[config.mk]
export PLATFORM = sky130hd
export DESIGN_NAME = hdmi_ctrl_top
export DESIGN_NICKNAME = d
export VERILOG_FILES = /design/src/hw/video_pkg.sv /design/src/hw/cmd_pkg.sv /design/src/hw/timing_if.sv /design/src/hw/reg_bus_if.sv /design/src/hw/hdmi_ctrl_top.sv /design/src/hw/pixel_formatter.sv /design/src/hw/video_timing.sv /design/src/hw/video_regs.sv /design/src/hw/cmd_decoder.sv
export SDC_FILE = /design/constraint.sdc
export NUM_CORES = 1
export LEC_CHECK = 0
export BUFFER_PORTS_ARGS = -buffer_cell sky130_fd_sc_hd__buf_2
export CAP_MARGIN = 30
export CORE_ASPECT_RATIO = 0.9
export CORE_MARGIN = 2
export CORE_UTILIZATION = 55
export DETAILED_ROUTE_END_ITERATION = 12
export PLACE_DENSITY_LB_ADDON = 0.08
export SLEW_MARGIN = 5
export SYNTH_ARGS = -nofsm -noshare
export SYNTH_HDL_FRONTEND = slang
export SYNTH_SLANG_ARGS = --single-unit
export TNS_END_PERCENT = 50
[constraint.sdc]
create_clock -name mclk -period 3.7 [get_ports mclk]
set_input_delay 0.74 -clock mclk [delete_from_list [all_inputs] [get_ports mclk]]
set_output_delay 0.74 -clock mclk [all_outputs]
set_load 0.01 [all_outputs]
[src/hw/video_pkg.sv]
// Raster timing and pixel types
package video_pkg;

	// ==============================
	// Horizontal timing
	// ==============================

	// Sizes in mclk cycles
	localparam int H_ACTIVE = 8;
	localparam int H_FRONT  = 2;
	localparam int H_SYNC   = 2;
	localparam int H_BACK   = 2;
	localparam int H_TOTAL  = H_ACTIVE + H_FRONT + H_SYNC + H_BACK;

	// Sync window inside the line
	localparam int H_SYNC_START = H_ACTIVE + H_FRONT;
	localparam int H_SYNC_END   = H_SYNC_START + H_SYNC;

	// ==============================
	// Vertical timing
	// ==============================

	// Sizes in lines
	localparam int V_ACTIVE = 4;
	localparam int V_FRONT  = 1;
	localparam int V_SYNC   = 1;
	localparam int V_BACK   = 1;
	localparam int V_TOTAL  = V_ACTIVE + V_FRONT + V_SYNC + V_BACK;

	// Sync window inside the frame
	localparam int V_SYNC_START = V_ACTIVE + V_FRONT;
	localparam int V_SYNC_END   = V_SYNC_START + V_SYNC;

	// Counter widths
	localparam int H_CNT_W = 4;
	localparam int V_CNT_W = 4;

	// Ramp pattern scaling
	localparam int         RAMP_H_SHIFT = 5;
	localparam int         RAMP_V_SHIFT = 6;
	localparam logic [7:0] RAMP_BLUE    = 8'h80;

	// Code 2'd3 falls back to solid
	typedef enum logic [1:0] {
		PAT_SOLID   = 2'd0,
		PAT_RAMP    = 2'd1,
		PAT_CHECKER = 2'd2
	} pattern_t;

	// 24-bit RGB, red in the top byte
	typedef struct packed {
		logic [7:0] r;
		logic [7:0] g;
		logic [7:0] b;
	} pixel_t;

endpackage

[src/hw/cmd_pkg.sv]
// Host command definitions
package cmd_pkg;

	// ==============================
	// Host port sizes
	// ==============================

	// Write and read data width
	localparam int CMD_DATA_W = 24;

	// Cycles from req sampled high to ack rising
	localparam int ACK_DELAY = 2;

	// Frame counter and IRQ threshold width
	localparam int FRAME_W = 8;

	// CTRL register fields
	localparam int CTRL_EN_BIT  = 0;
	localparam int CTRL_PAT_LSB = 1;
	localparam int CTRL_PAT_MSB = 2;

	// ==============================
	// Opcodes and register map
	// ==============================

	// Code 2'd3 unassigned, rejected by the decoder
	typedef enum logic [1:0] {
		OP_READ    = 2'd0,
		OP_WRITE   = 2'd1,
		OP_IRQ_CLR = 2'd2
	} cmd_op_t;

	// Register addresses
	typedef enum logic [1:0] {
		REG_CTRL       = 2'd0,	// enable and pattern
		REG_COLOR      = 2'd1,	// solid colour, 24 bits
		REG_IRQ_FRAMES = 2'd2,	// interrupt threshold
		REG_FRAME_CNT  = 2'd3	// read only
	} reg_addr_t;

endpackage
[src/hw/timing_if.sv]
// Raster position and sync bus
`timescale 1ns/1ps

interface timing_if
	import video_pkg::*;
();

	// Decoded raster flags
	logic de;
	logic hsync;
	logic vsync;

	// Current counter position
	logic [H_CNT_W-1:0] hpos;
	logic [V_CNT_W-1:0] vpos;

	// Timing generator
	modport source (output de, hsync, vsync, hpos, vpos);

	// Pixel formatter
	modport sink (input de, hsync, vsync, hpos, vpos);

endinterface

[src/hw/reg_bus_if.sv]
// Register access bus
`timescale 1ns/1ps

interface reg_bus_if
	import cmd_pkg::*;
();

	// Single-cycle access strobe and command fields
	logic                  acc;
	cmd_op_t               op;
	reg_addr_t             addr;
	logic [CMD_DATA_W-1:0] wdata;

	// Combinational response, same cycle as acc
	logic [CMD_DATA_W-1:0] rdata;
	logic                  err;

	// Command side
	modport decoder (output acc, op, addr, wdata, input rdata, err);

	// Register file side
	modport regs (input acc, op, addr, wdata, output rdata, err);

endinterface

[src/hw/hdmi_ctrl_top.sv]
// HDMI scan-out controller top
`timescale 1ns/1ps

module hdmi_ctrl_top
	import cmd_pkg::*;
	import video_pkg::*;
(
	input  logic                  mclk,
	input  logic                  rst_n,
	// Host command port
	input  logic                  cmd_req,
	input  cmd_op_t               cmd_op,
	input  reg_addr_t             cmd_addr,
	input  logic [CMD_DATA_W-1:0] cmd_wdata,
	output logic                  cmd_ack,
	output logic [CMD_DATA_W-1:0] cmd_rdata,
	output logic                  cmd_err,
	// Video out
	output logic                  hdmi_de,
	output logic                  hdmi_hsync,
	output logic                  hdmi_vsync,
	output pixel_t                hdmi_data,
	// Frame interrupt
	output logic                  intr
);

	// Control wires from the register file
	logic     enable;
	pattern_t pattern;
	pixel_t   color;
	logic     frame_end;

	// Internal buses
	reg_bus_if reg_bus ();
	timing_if  tim ();

	// Host handshake
	cmd_decoder u_decoder (
		.mclk      (mclk),
		.rst_n     (rst_n),
		.cmd_req   (cmd_req),
		.cmd_op    (cmd_op),
		.cmd_addr  (cmd_addr),
		.cmd_wdata (cmd_wdata),
		.cmd_ack   (cmd_ack),
		.cmd_rdata (cmd_rdata),
		.cmd_err   (cmd_err),
		.bus       (reg_bus)
	);

	// Registers and frame interrupt
	video_regs u_regs (
		.mclk      (mclk),
		.rst_n     (rst_n),
		.frame_end (frame_end),
		.bus       (reg_bus),
		.enable    (enable),
		.pattern   (pattern),
		.color     (color),
		.intr      (intr)
	);

	// Raster counters
	video_timing u_timing (
		.mclk      (mclk),
		.rst_n     (rst_n),
		.enable    (enable),
		.frame_end (frame_end),
		.tif       (tim)
	);

	// Pixel output stage
	pixel_formatter u_formatter (
		.mclk       (mclk),
		.rst_n      (rst_n),
		.enable     (enable),
		.pattern    (pattern),
		.color      (color),
		.tif        (tim),
		.hdmi_de    (hdmi_de),
		.hdmi_hsync (hdmi_hsync),
		.hdmi_vsync (hdmi_vsync),
		.hdmi_data  (hdmi_data)
	);

endmodule

[src/hw/pixel_formatter.sv]
// Pixel pattern formatter
`timescale 1ns/1ps

module pixel_formatter
	import video_pkg::*;
(
	input  logic     mclk,
	input  logic     rst_n,
	input  logic     enable,
	input  pattern_t pattern,
	input  pixel_t   color,
	timing_if.sink   tif,
	output logic     hdmi_de,
	output logic     hdmi_hsync,
	output logic     hdmi_vsync,
	output pixel_t   hdmi_data
);

	pixel_t ramp;
	pixel_t pix;
	logic   odd_cell;

	// ==============================
	// Pattern generation
	// ==============================

	// Horizontal red ramp, vertical green ramp
	always_comb begin
		ramp.r = 8'(tif.hpos) << RAMP_H_SHIFT;
		ramp.g = 8'(tif.vpos) << RAMP_V_SHIFT;
		ramp.b = RAMP_BLUE;
	end

	// Single-pixel checker cells
	assign odd_cell = tif.hpos[0] ^ tif.vpos[0];

	// Pattern select
	always_comb begin
		case (pattern)
			PAT_RAMP:    pix = ramp;
			PAT_CHECKER: pix = odd_cell ? pixel_t'(~color) : color;
			default:     pix = color;	// solid and the spare code
		endcase
	end

	// ==============================
	// Output stage
	// ==============================
	// One cycle behind the counters, blanked when disabled
	always_ff @(posedge mclk) begin
		if (!rst_n || !enable) begin
			hdmi_de    <= 1'b0;
			hdmi_hsync <= 1'b0;
			hdmi_vsync <= 1'b0;
			hdmi_data  <= '0;
		end else begin
			hdmi_de    <= tif.de;
			hdmi_hsync <= tif.hsync;
			hdmi_vsync <= tif.vsync;
			// Zero outside the active area
			hdmi_data  <= tif.de ? pix : '0;
		end
	end

endmodule

[src/hw/video_timing.sv]
// Raster timing generator
`timescale 1ns/1ps

module video_timing
	import video_pkg::*;
(
	input  logic      mclk,
	input  logic      rst_n,
	input  logic      enable,
	output logic      frame_end,
	timing_if.source  tif
);

	logic [H_CNT_W-1:0] h_cnt;
	logic [V_CNT_W-1:0] v_cnt;
	logic               h_last;
	logic               v_last;

	// Wrap points
	assign h_last = (h_cnt == H_CNT_W'(H_TOTAL - 1));
	assign v_last = (v_cnt == V_CNT_W'(V_TOTAL - 1));

	// ==============================
	// Position counters
	// ==============================
	// Held at (0,0) while disabled
	always_ff @(posedge mclk) begin
		if (!rst_n || !enable) begin
			h_cnt <= '0;
			v_cnt <= '0;
		end else if (h_last) begin
			h_cnt <= '0;
			v_cnt <= v_last ? '0 : v_cnt + 1'b1;
		end else begin
			h_cnt <= h_cnt + 1'b1;
		end
	end

	// ==============================
	// Boundary decode
	// ==============================
	assign tif.hpos = h_cnt;
	assign tif.vpos = v_cnt;

	// Active area at the start of line and frame
	assign tif.de = (h_cnt < H_CNT_W'(H_ACTIVE)) && (v_cnt < V_CNT_W'(V_ACTIVE));

	// Sync after front porch
	assign tif.hsync = (h_cnt >= H_CNT_W'(H_SYNC_START)) &&
		(h_cnt < H_CNT_W'(H_SYNC_END));
	assign tif.vsync = (v_cnt >= V_CNT_W'(V_SYNC_START)) &&
		(v_cnt < V_CNT_W'(V_SYNC_END));

	// Last position of the frame
	assign frame_end = h_last && v_last;

endmodule

[src/hw/video_regs.sv]
// Video control registers
`timescale 1ns/1ps

module video_regs
	import cmd_pkg::*;
	import video_pkg::*;
(
	input  logic     mclk,
	input  logic     rst_n,
	input  logic     frame_end,
	reg_bus_if.regs  bus,
	output logic     enable,
	output pattern_t pattern,
	output pixel_t   color,
	output logic     intr
);

	logic [FRAME_W-1:0] irq_frames;
	logic [FRAME_W-1:0] frame_cnt;
	logic               wr_en;
	logic               irq_clr;

	// Decoded strobes
	assign wr_en   = bus.acc && (bus.op == OP_WRITE);
	assign irq_clr = bus.acc && (bus.op == OP_IRQ_CLR);

	// Frame count is read only
	assign bus.err = (bus.op == OP_WRITE) && (bus.addr == REG_FRAME_CNT);

	// Read mux, zero-extended to the bus width
	always_comb begin
		case (bus.addr)
			REG_CTRL:       bus.rdata = CMD_DATA_W'({pattern, enable});
			REG_COLOR:      bus.rdata = CMD_DATA_W'(color);
			REG_IRQ_FRAMES: bus.rdata = CMD_DATA_W'(irq_frames);
			default:        bus.rdata = CMD_DATA_W'(frame_cnt);
		endcase
	end

	// ==============================
	// Writable registers
	// ==============================
	always_ff @(posedge mclk) begin
		if (!rst_n) begin
			enable     <= 1'b0;
			pattern    <= PAT_SOLID;
			color      <= '0;
			irq_frames <= '0;
		end else if (wr_en) begin
			case (bus.addr)
				REG_CTRL: begin
					enable  <= bus.wdata[CTRL_EN_BIT];
					pattern <= pattern_t'(bus.wdata[CTRL_PAT_MSB:CTRL_PAT_LSB]);
				end
				REG_COLOR:      color      <= pixel_t'(bus.wdata);
				REG_IRQ_FRAMES: irq_frames <= bus.wdata[FRAME_W-1:0];
				default: ;
			endcase
		end
	end

	// ==============================
	// Frame counter and interrupt
	// ==============================
	always_ff @(posedge mclk) begin
		if (!rst_n || irq_clr) begin
			frame_cnt <= '0;
			intr      <= 1'b0;
		end else begin
			if (frame_end)
				frame_cnt <= frame_cnt + 1'b1;
			// Sticky once the threshold is met
			if ((irq_frames != '0) && (frame_cnt == irq_frames))
				intr <= 1'b1;
		end
	end

endmodule

[src/hw/cmd_decoder.sv]
// Host command decoder
`timescale 1ns/1ps

module cmd_decoder
	import cmd_pkg::*;
(
	input  logic                  mclk,
	input  logic                  rst_n,
	// Host port
	input  logic                  cmd_req,
	input  cmd_op_t               cmd_op,
	input  reg_addr_t             cmd_addr,
	input  logic [CMD_DATA_W-1:0] cmd_wdata,
	output logic                  cmd_ack,
	output logic [CMD_DATA_W-1:0] cmd_rdata,
	output logic                  cmd_err,
	// Register file
	reg_bus_if.decoder            bus
);

	// Handshake sequence
	typedef enum logic [1:0] {
		IDLE,
		ACCESS,
		ACK,
		WAIT_LOW
	} state_t;

	state_t     state;
	logic [1:0] dly_cnt;
	logic       op_legal;

	// Fourth opcode is illegal
	assign op_legal = cmd_op inside {OP_READ, OP_WRITE, OP_IRQ_CLR};

	// Fields held stable by the host until ack
	assign bus.op    = cmd_op;
	assign bus.addr  = cmd_addr;
	assign bus.wdata = cmd_wdata;

	// One strobe per command, none for a bad opcode
	assign bus.acc = (state == ACCESS) && op_legal;

	// ==============================
	// Handshake FSM
	// ==============================
	always_ff @(posedge mclk) begin
		if (!rst_n) begin
			state   <= IDLE;
			dly_cnt <= '0;
			cmd_ack <= 1'b0;
			cmd_err <= 1'b0;
		end else begin
			case (state)
				IDLE: begin
					if (cmd_req)
						state <= ACCESS;
				end
				ACCESS: begin
					// Response captured on the strobe edge
					cmd_err <= op_legal ? bus.err : 1'b1;
					dly_cnt <= '0;
					state   <= ACK;
				end
				ACK: begin
					// Pad out to ACK_DELAY after req was seen
					if (dly_cnt == 2'(ACK_DELAY - 2)) begin
						cmd_ack <= 1'b1;
						state   <= WAIT_LOW;
					end else begin
						dly_cnt <= dly_cnt + 2'd1;
					end
				end
				WAIT_LOW: begin
					// Ack held until req is seen low
					if (!cmd_req) begin
						cmd_ack <= 1'b0;
						state   <= IDLE;
					end
				end
				default: state <= IDLE;
			endcase
		end
	end

	// Read data latch, valid while ack is high
	always_ff @(posedge mclk) begin
		if (state == ACCESS)
			cmd_rdata <= op_legal ? bus.rdata : '0;
	end

endmodule

After elaboration in Yosys (flattened, before gate mapping)
Index checks and enable logic that the tools add are counted.
- register bits after elaboration: 109
- output and inout port bits: 54
- word-level logic and storage cells: 94
- add/subtract/negate cells: 4
- magnitude comparators: 6
- equal/unequal tests: 17
- mux-type cells: 14
- bitwise operators: 3
- reduce and logical (&&, ||, !) cells: 29
- operators by type and width (kind ; count):
    $pmux 24 s3 ; 1
    $pmux 24 s2 ; 1
    $mux 24 ; 1
    $not 24->24 ; 1
    $eq 2x2->1 const B ; 6
    $logic_and 1x1->1 ; 9
    $add 4x1->4 const B ; 2
    $add 8x1->8 const B ; 1
    $eq 2x1->1 const B ; 4
    $eq 8x8->1 ; 1
    $logic_not 2->1 ; 4
    $lt 4x3->1 const B ; 2
    $lt 4x4->1 const B ; 2
    $mux 2 ; 4
    $pmux 2 s4 ; 1
    $reduce_and 2->1 ; 4
    $reduce_bool 8->1 ; 1
    $ne 2x2->1 const B ; 3
    $reduce_and 3->1 ; 2
    $eq 4x3->1 const B ; 1
    $eq 4x4->1 const B ; 1
    $ge 4x3->1 const B ; 1
    $ge 4x4->1 const B ; 1
    $mux 4 ; 1
    12 further kinds ; 18

Longest topological paths before layout
- word-level depth: 5
- gate-level depth with buffers: 8
- depth with buffers taken out: 6

Hierarchy
Synthesis repeated with hierarchy kept, for this count alone.
- cell total of the unflattened synthesis: 532
- area total of the unflattened synthesis: 5166.2 um^2
- modules (own cells, without submodules) (module ; instances ; cells an instance ; area each (um^2) ; seq. area each (um^2)):
    video_regs ; 1 ; 233 ; 2128.3 ; 880.8
    cmd_decoder ; 1 ; 124 ; 1486.4 ; 840.8
    pixel_formatter ; 1 ; 129 ; 1142.3 ; 540.5
    video_timing ; 1 ; 46 ; 409.1 ; 160.2

Worst setup path before layout
No wires, ideal clock.
- path kind: register -> register
- from: register u_decoder.state[1]
- to: register u_regs.irq_frames[0]
- setup time: 116 ps
- arrival time: 2259 ps
- slack: 1325 ps
- cell stages (with the launch flop): 8
- buffers on the path: 1
- period minus slack after synthesis: 2375 ps
- cell sequence: dfxtp_1 inv_1 ha_1 nand2_1 or4b_1 buf_2 mux2i_1 nor2b_1
- cells in the longest elaborated chain, start to end: 4
- ends and longest elaborated chain (item ; RTL line ; RTL):
    start: declaration ; cmd_decoder.sv:29 ; state_t state;
    start signal: assignment ; cmd_decoder.sv:49 ; state <= IDLE;
    start signal: assignment ; cmd_decoder.sv:57 ; state <= ACCESS;
    start signal: assignment ; cmd_decoder.sv:63 ; state <= ACK;
    $eq 2x1->1 ; cmd_decoder.sv:42 ; assign bus.acc = (state == ACCESS) && op_legal;
    $logic_and 1x1->1 ; cmd_decoder.sv:42 ;
    $logic_and 1x1->1 ; video_regs.sv:24 ; assign wr_en = bus.acc && (bus.op == OP_WRITE);
    $reduce_and 2->1 (no source line) ; - ;
    end signal: assignment ; video_regs.sv:56 ; REG_IRQ_FRAMES: irq_frames <= bus.wdata[FRAME_W-1:0];
    end: declaration ; video_regs.sv:18 ; logic [FRAME_W-1:0] irq_frames;
Every way passes these cells.
A chain may end at the register's enable or synchronous reset.

Worst setup path after layout
- from: register u_decoder.state[1]
- to: register, netlist name u_regs.color[21]
- cells in the longest elaborated chain, start to end: 4
- ends and longest elaborated chain (item ; RTL line):
    $eq 2x1->1 ; cmd_decoder.sv:42
    $logic_and 1x1->1 ; cmd_decoder.sv:42
    $logic_and 1x1->1 ; video_regs.sv:24
    $reduce_and 2->1 (no source line) ; -
Every way passes these cells.

==> impl_metrics.tcl <==
set metrics [dict create \
    setup_viol 0 \
    drt_iter0_markers 115 \
    antenna_found_initial 0 \
    vias 3338 \
    fin_crit_ps 2044 \
    gp_congestion 0.8413 \
    critPathMaxFanout 24 \
    cts-root-buf "clkbuf_8" \
    yosysMostFrequentCell "dfxtp_1" \
    clock_latency_ps 370 \
    whs_ps 489.9 \
    fin_crit_sh 0.5525 \
    synth_edf_count 24 \
    synth-compound-area-share 0.08975 \
    status "completed" \
    syn_inst 459 \
    final_layout_size_suffix_gt1_frac 0.2477 \
    die_height_um 91.81 \
    ys_types 58 \
    switchingPower_mw 0.6938 \
    cts_sinks 109 \
    p_clk_frac 0.276 \
    fin_nets 577 \
    viasPerCell 5.058 \
    totalWireLength_mm 9.421 \
    powerDensity_nw_per_um2 451.3 \
    worst-setup-path-type "flop to flop" \
    die_w_um 101.6 \
    start_util 0.5578 \
    h-tree-depth 3 \
    cp-start-kind "flop" \
    cts_resized 0 \
    port_buffers 84 \
    timing_worst_slew_pin_value_ps 939.5 \
    synthMuxAreaShare 0.05895 \
    drc 0 \
    rsz0062_at_grt "false" \
    cts_hold_buf 0 \
    grt_pass1_vias 3208 \
    clk_path_buf_depth 2 \
    wl_met3_um 422 \
    max_cap_violations 0 \
    dp_hpwl_mm 6.654 \
    yosys.area.top_type "dfxtp_1" \
    ys_ff_latch 109 \
    slew_viol_final 0 \
    required_ps 3990 \
    post-cts-setup-buffers 0 \
    syn_to_final_growth_pct 14.42 \
    die_area_um2 9325 \
    synth_ff_type "dfxtp_1" \
    clk_pin_slew_worst_paths_ps 100 \
    rows 32 \
    grt_max_degree 46 \
    power_frac_seq 0.569 \
    clock-skew-final_ps 13.08 \
    fmax_mhz 489.2 \
    synth_area_um2 4712 \
    synth_common_cells "dfxtp_1 (85), nand2_1 (64), nor2_1 (33)" \
    yosys.area_share.simple 0.2069 \
    relSlewSlack 0.3713 \
    cp.arrival_ps 2340 \
    drt-met1-wl_mm 4.577 \
    grt_usage 0.2139 \
    yosys-top-cells-area "dfxtp_1 (36%), edfxtp_1 (15%), nand2_1 (5.1%)" \
    min_path_type "flop to flop" \
    hold_violations 0 \
    yosys.area_share.adder 0.02655 \
    coreArea_um2 8448 \
    syn_avg_cell_area_um2 10.27 \
    yosys_warnings 0 \
    cts_tree "built" \
    leakagePower_nw 2.143 \
    p_comb_frac 0.156 \
    wl_met2_mm 4.358 \
    power.internal_mw 1.739 \
    irDropWorstVdd_v 0.0002856 \
    diodes 0 \
    finalSetupTns_ps 0 \
    synth_xor_area_frac 0.06665 \
    switching_share 0.2851 \
    synth_top_area_frac 0.3611 \
    grt_pass1_wl_mm 15.59 \
    endpoint_kind "flop" \
    synth_nets 500 \
    antenna_left 0 \
    io_pins 85 \
    drtPass1Iterations 4 \
    synth_top_family_by_area "simple AND/OR/NAND/NOR gates" \
    highest_layer "met4" \
    ys_seq_area_frac 0.5141 \
    detail_route.wl_per_cell_um 14.27 \
    overflow 0 \
    cts_buffers 9 \
    synthArstFlopShare 0 \
]
registers in the layout (all words and copies together) (netlist names), 2 cells and up:
signal	cells
u_decoder.state	2
u_timing.tif.vpos	4
u_regs.color	24
u_decoder.dly_cnt	2
u_regs.frame_cnt	8
u_formatter.hdmi_data	24
u_timing.tif.hpos	4
u_regs.pattern	2
u_regs.irq_frames	8
u_decoder.cmd_rdata	24
placed cells by master, fill, tap and decap left out, types with 9 or more instances in the layout:
| cell type | n |
|---|---|
| a21boi_0 | 18 |
| and2_1 | 19 |
| buf_2 | 84 |
| clkbuf_8 | 9 |
| dfxtp_1 | 85 |
| edfxtp_1 | 24 |
| ha_1 | 10 |
| inv_1 | 12 |
| mux2i_1 | 12 |
| nand2_1 | 64 |
| nand3_1 | 10 |
| nor2_1 | 33 |
| nor2_2 | 10 |
| nor2b_1 | 19 |
| xnor2_1 | 21 |
| xor2_1 | 13 |
critical path, cell delays in order (launching register included):
cell and delay, ps:
dfxtp_1 400, inv_1 80, ha_1 250, nand2_1 190, or3_1 720, nand2_1 130
a21boi_0 190
metal layers:
layer,up-vias,track usage
li1,1702,-
met1,1554,0.2918
met2,76,0.3421
met3,6,0.04421
met4,0,0.06419
met5,-,0
final cells by class:
cell class                      instances  area, um2
Fill cell                             694       3057
Sequential cell                       109       2422
Multi-Input combinational cell        315       2115
Timing Repair Buffer                   89      478.0
Tap cell                              119      148.9
Clock buffer                           10      127.6
Clock inverter                          6      55.05
Inverter                               12      45.04
logic make-up (layout without fill, tap and decap cells):
logic type / count (synthesis) / in the layout
buf+inv: 35 / 117
flops: 109 / 109
fa+ha+maj: 10 / 10
xor+xnor: 35 / 35
mux: 23 / 23
compound gates: 59 / 59
simple gates: 188 / 188
path summary, 6_finish.rpt:
check / start / to / slack (ps) / depth (start not counted)
hold / removal: u_regs.color[13]$_SDFFE_PN0P_ / u_regs.color[13]$_SDFFE_PN0P_ / 490 / 2
setup reg to reg: u_decoder.state[1]$_SDFFE_PN0P_ / u_regs.color[21]$_SDFFE_PN0P_ / 1660 / 6
setup / recovery: u_decoder.state[1]$_SDFFE_PN0P_ / u_regs.color[21]$_SDFFE_PN0P_ / 1660 / 6
hold reg to reg: u_regs.color[13]$_SDFFE_PN0P_ / u_regs.color[13]$_SDFFE_PN0P_ / 490 / 2
power groups by stage:
stage	Sequential (mW)	Combinational, mW	Clock (mW)
after floorplan	1.45	0.180	0
after global placement	1.41	0.371	0
after detailed placement	1.41	0.383	0
after CTS	1.39	0.383	0.693
after global routing	1.39	0.421	0.738
final	1.38	0.379	0.671
metrics by stage:
stage | util | power [mW] | setup WS [ps] | cells | cell area, um2
3_3_place_gp | 0.6133 | 1.779 | 1366 | 643 | 5181
6_report | 0.6382 | 2.433 | 1656 | 660 | 5391
3_5_place_dp | 0.6166 | 1.795 | 1379 | 644 | 5209
2_1_floorplan | - | 1.631 | 1325 | 459 | 4712
4_1_cts | 0.6382 | 2.461 | 1637 | 660 | 5391
5_1_grt | 0.6382 | 2.553 | 1441 | 660 | 5391
No activity file was read; power rests on OpenSTA's default activity.
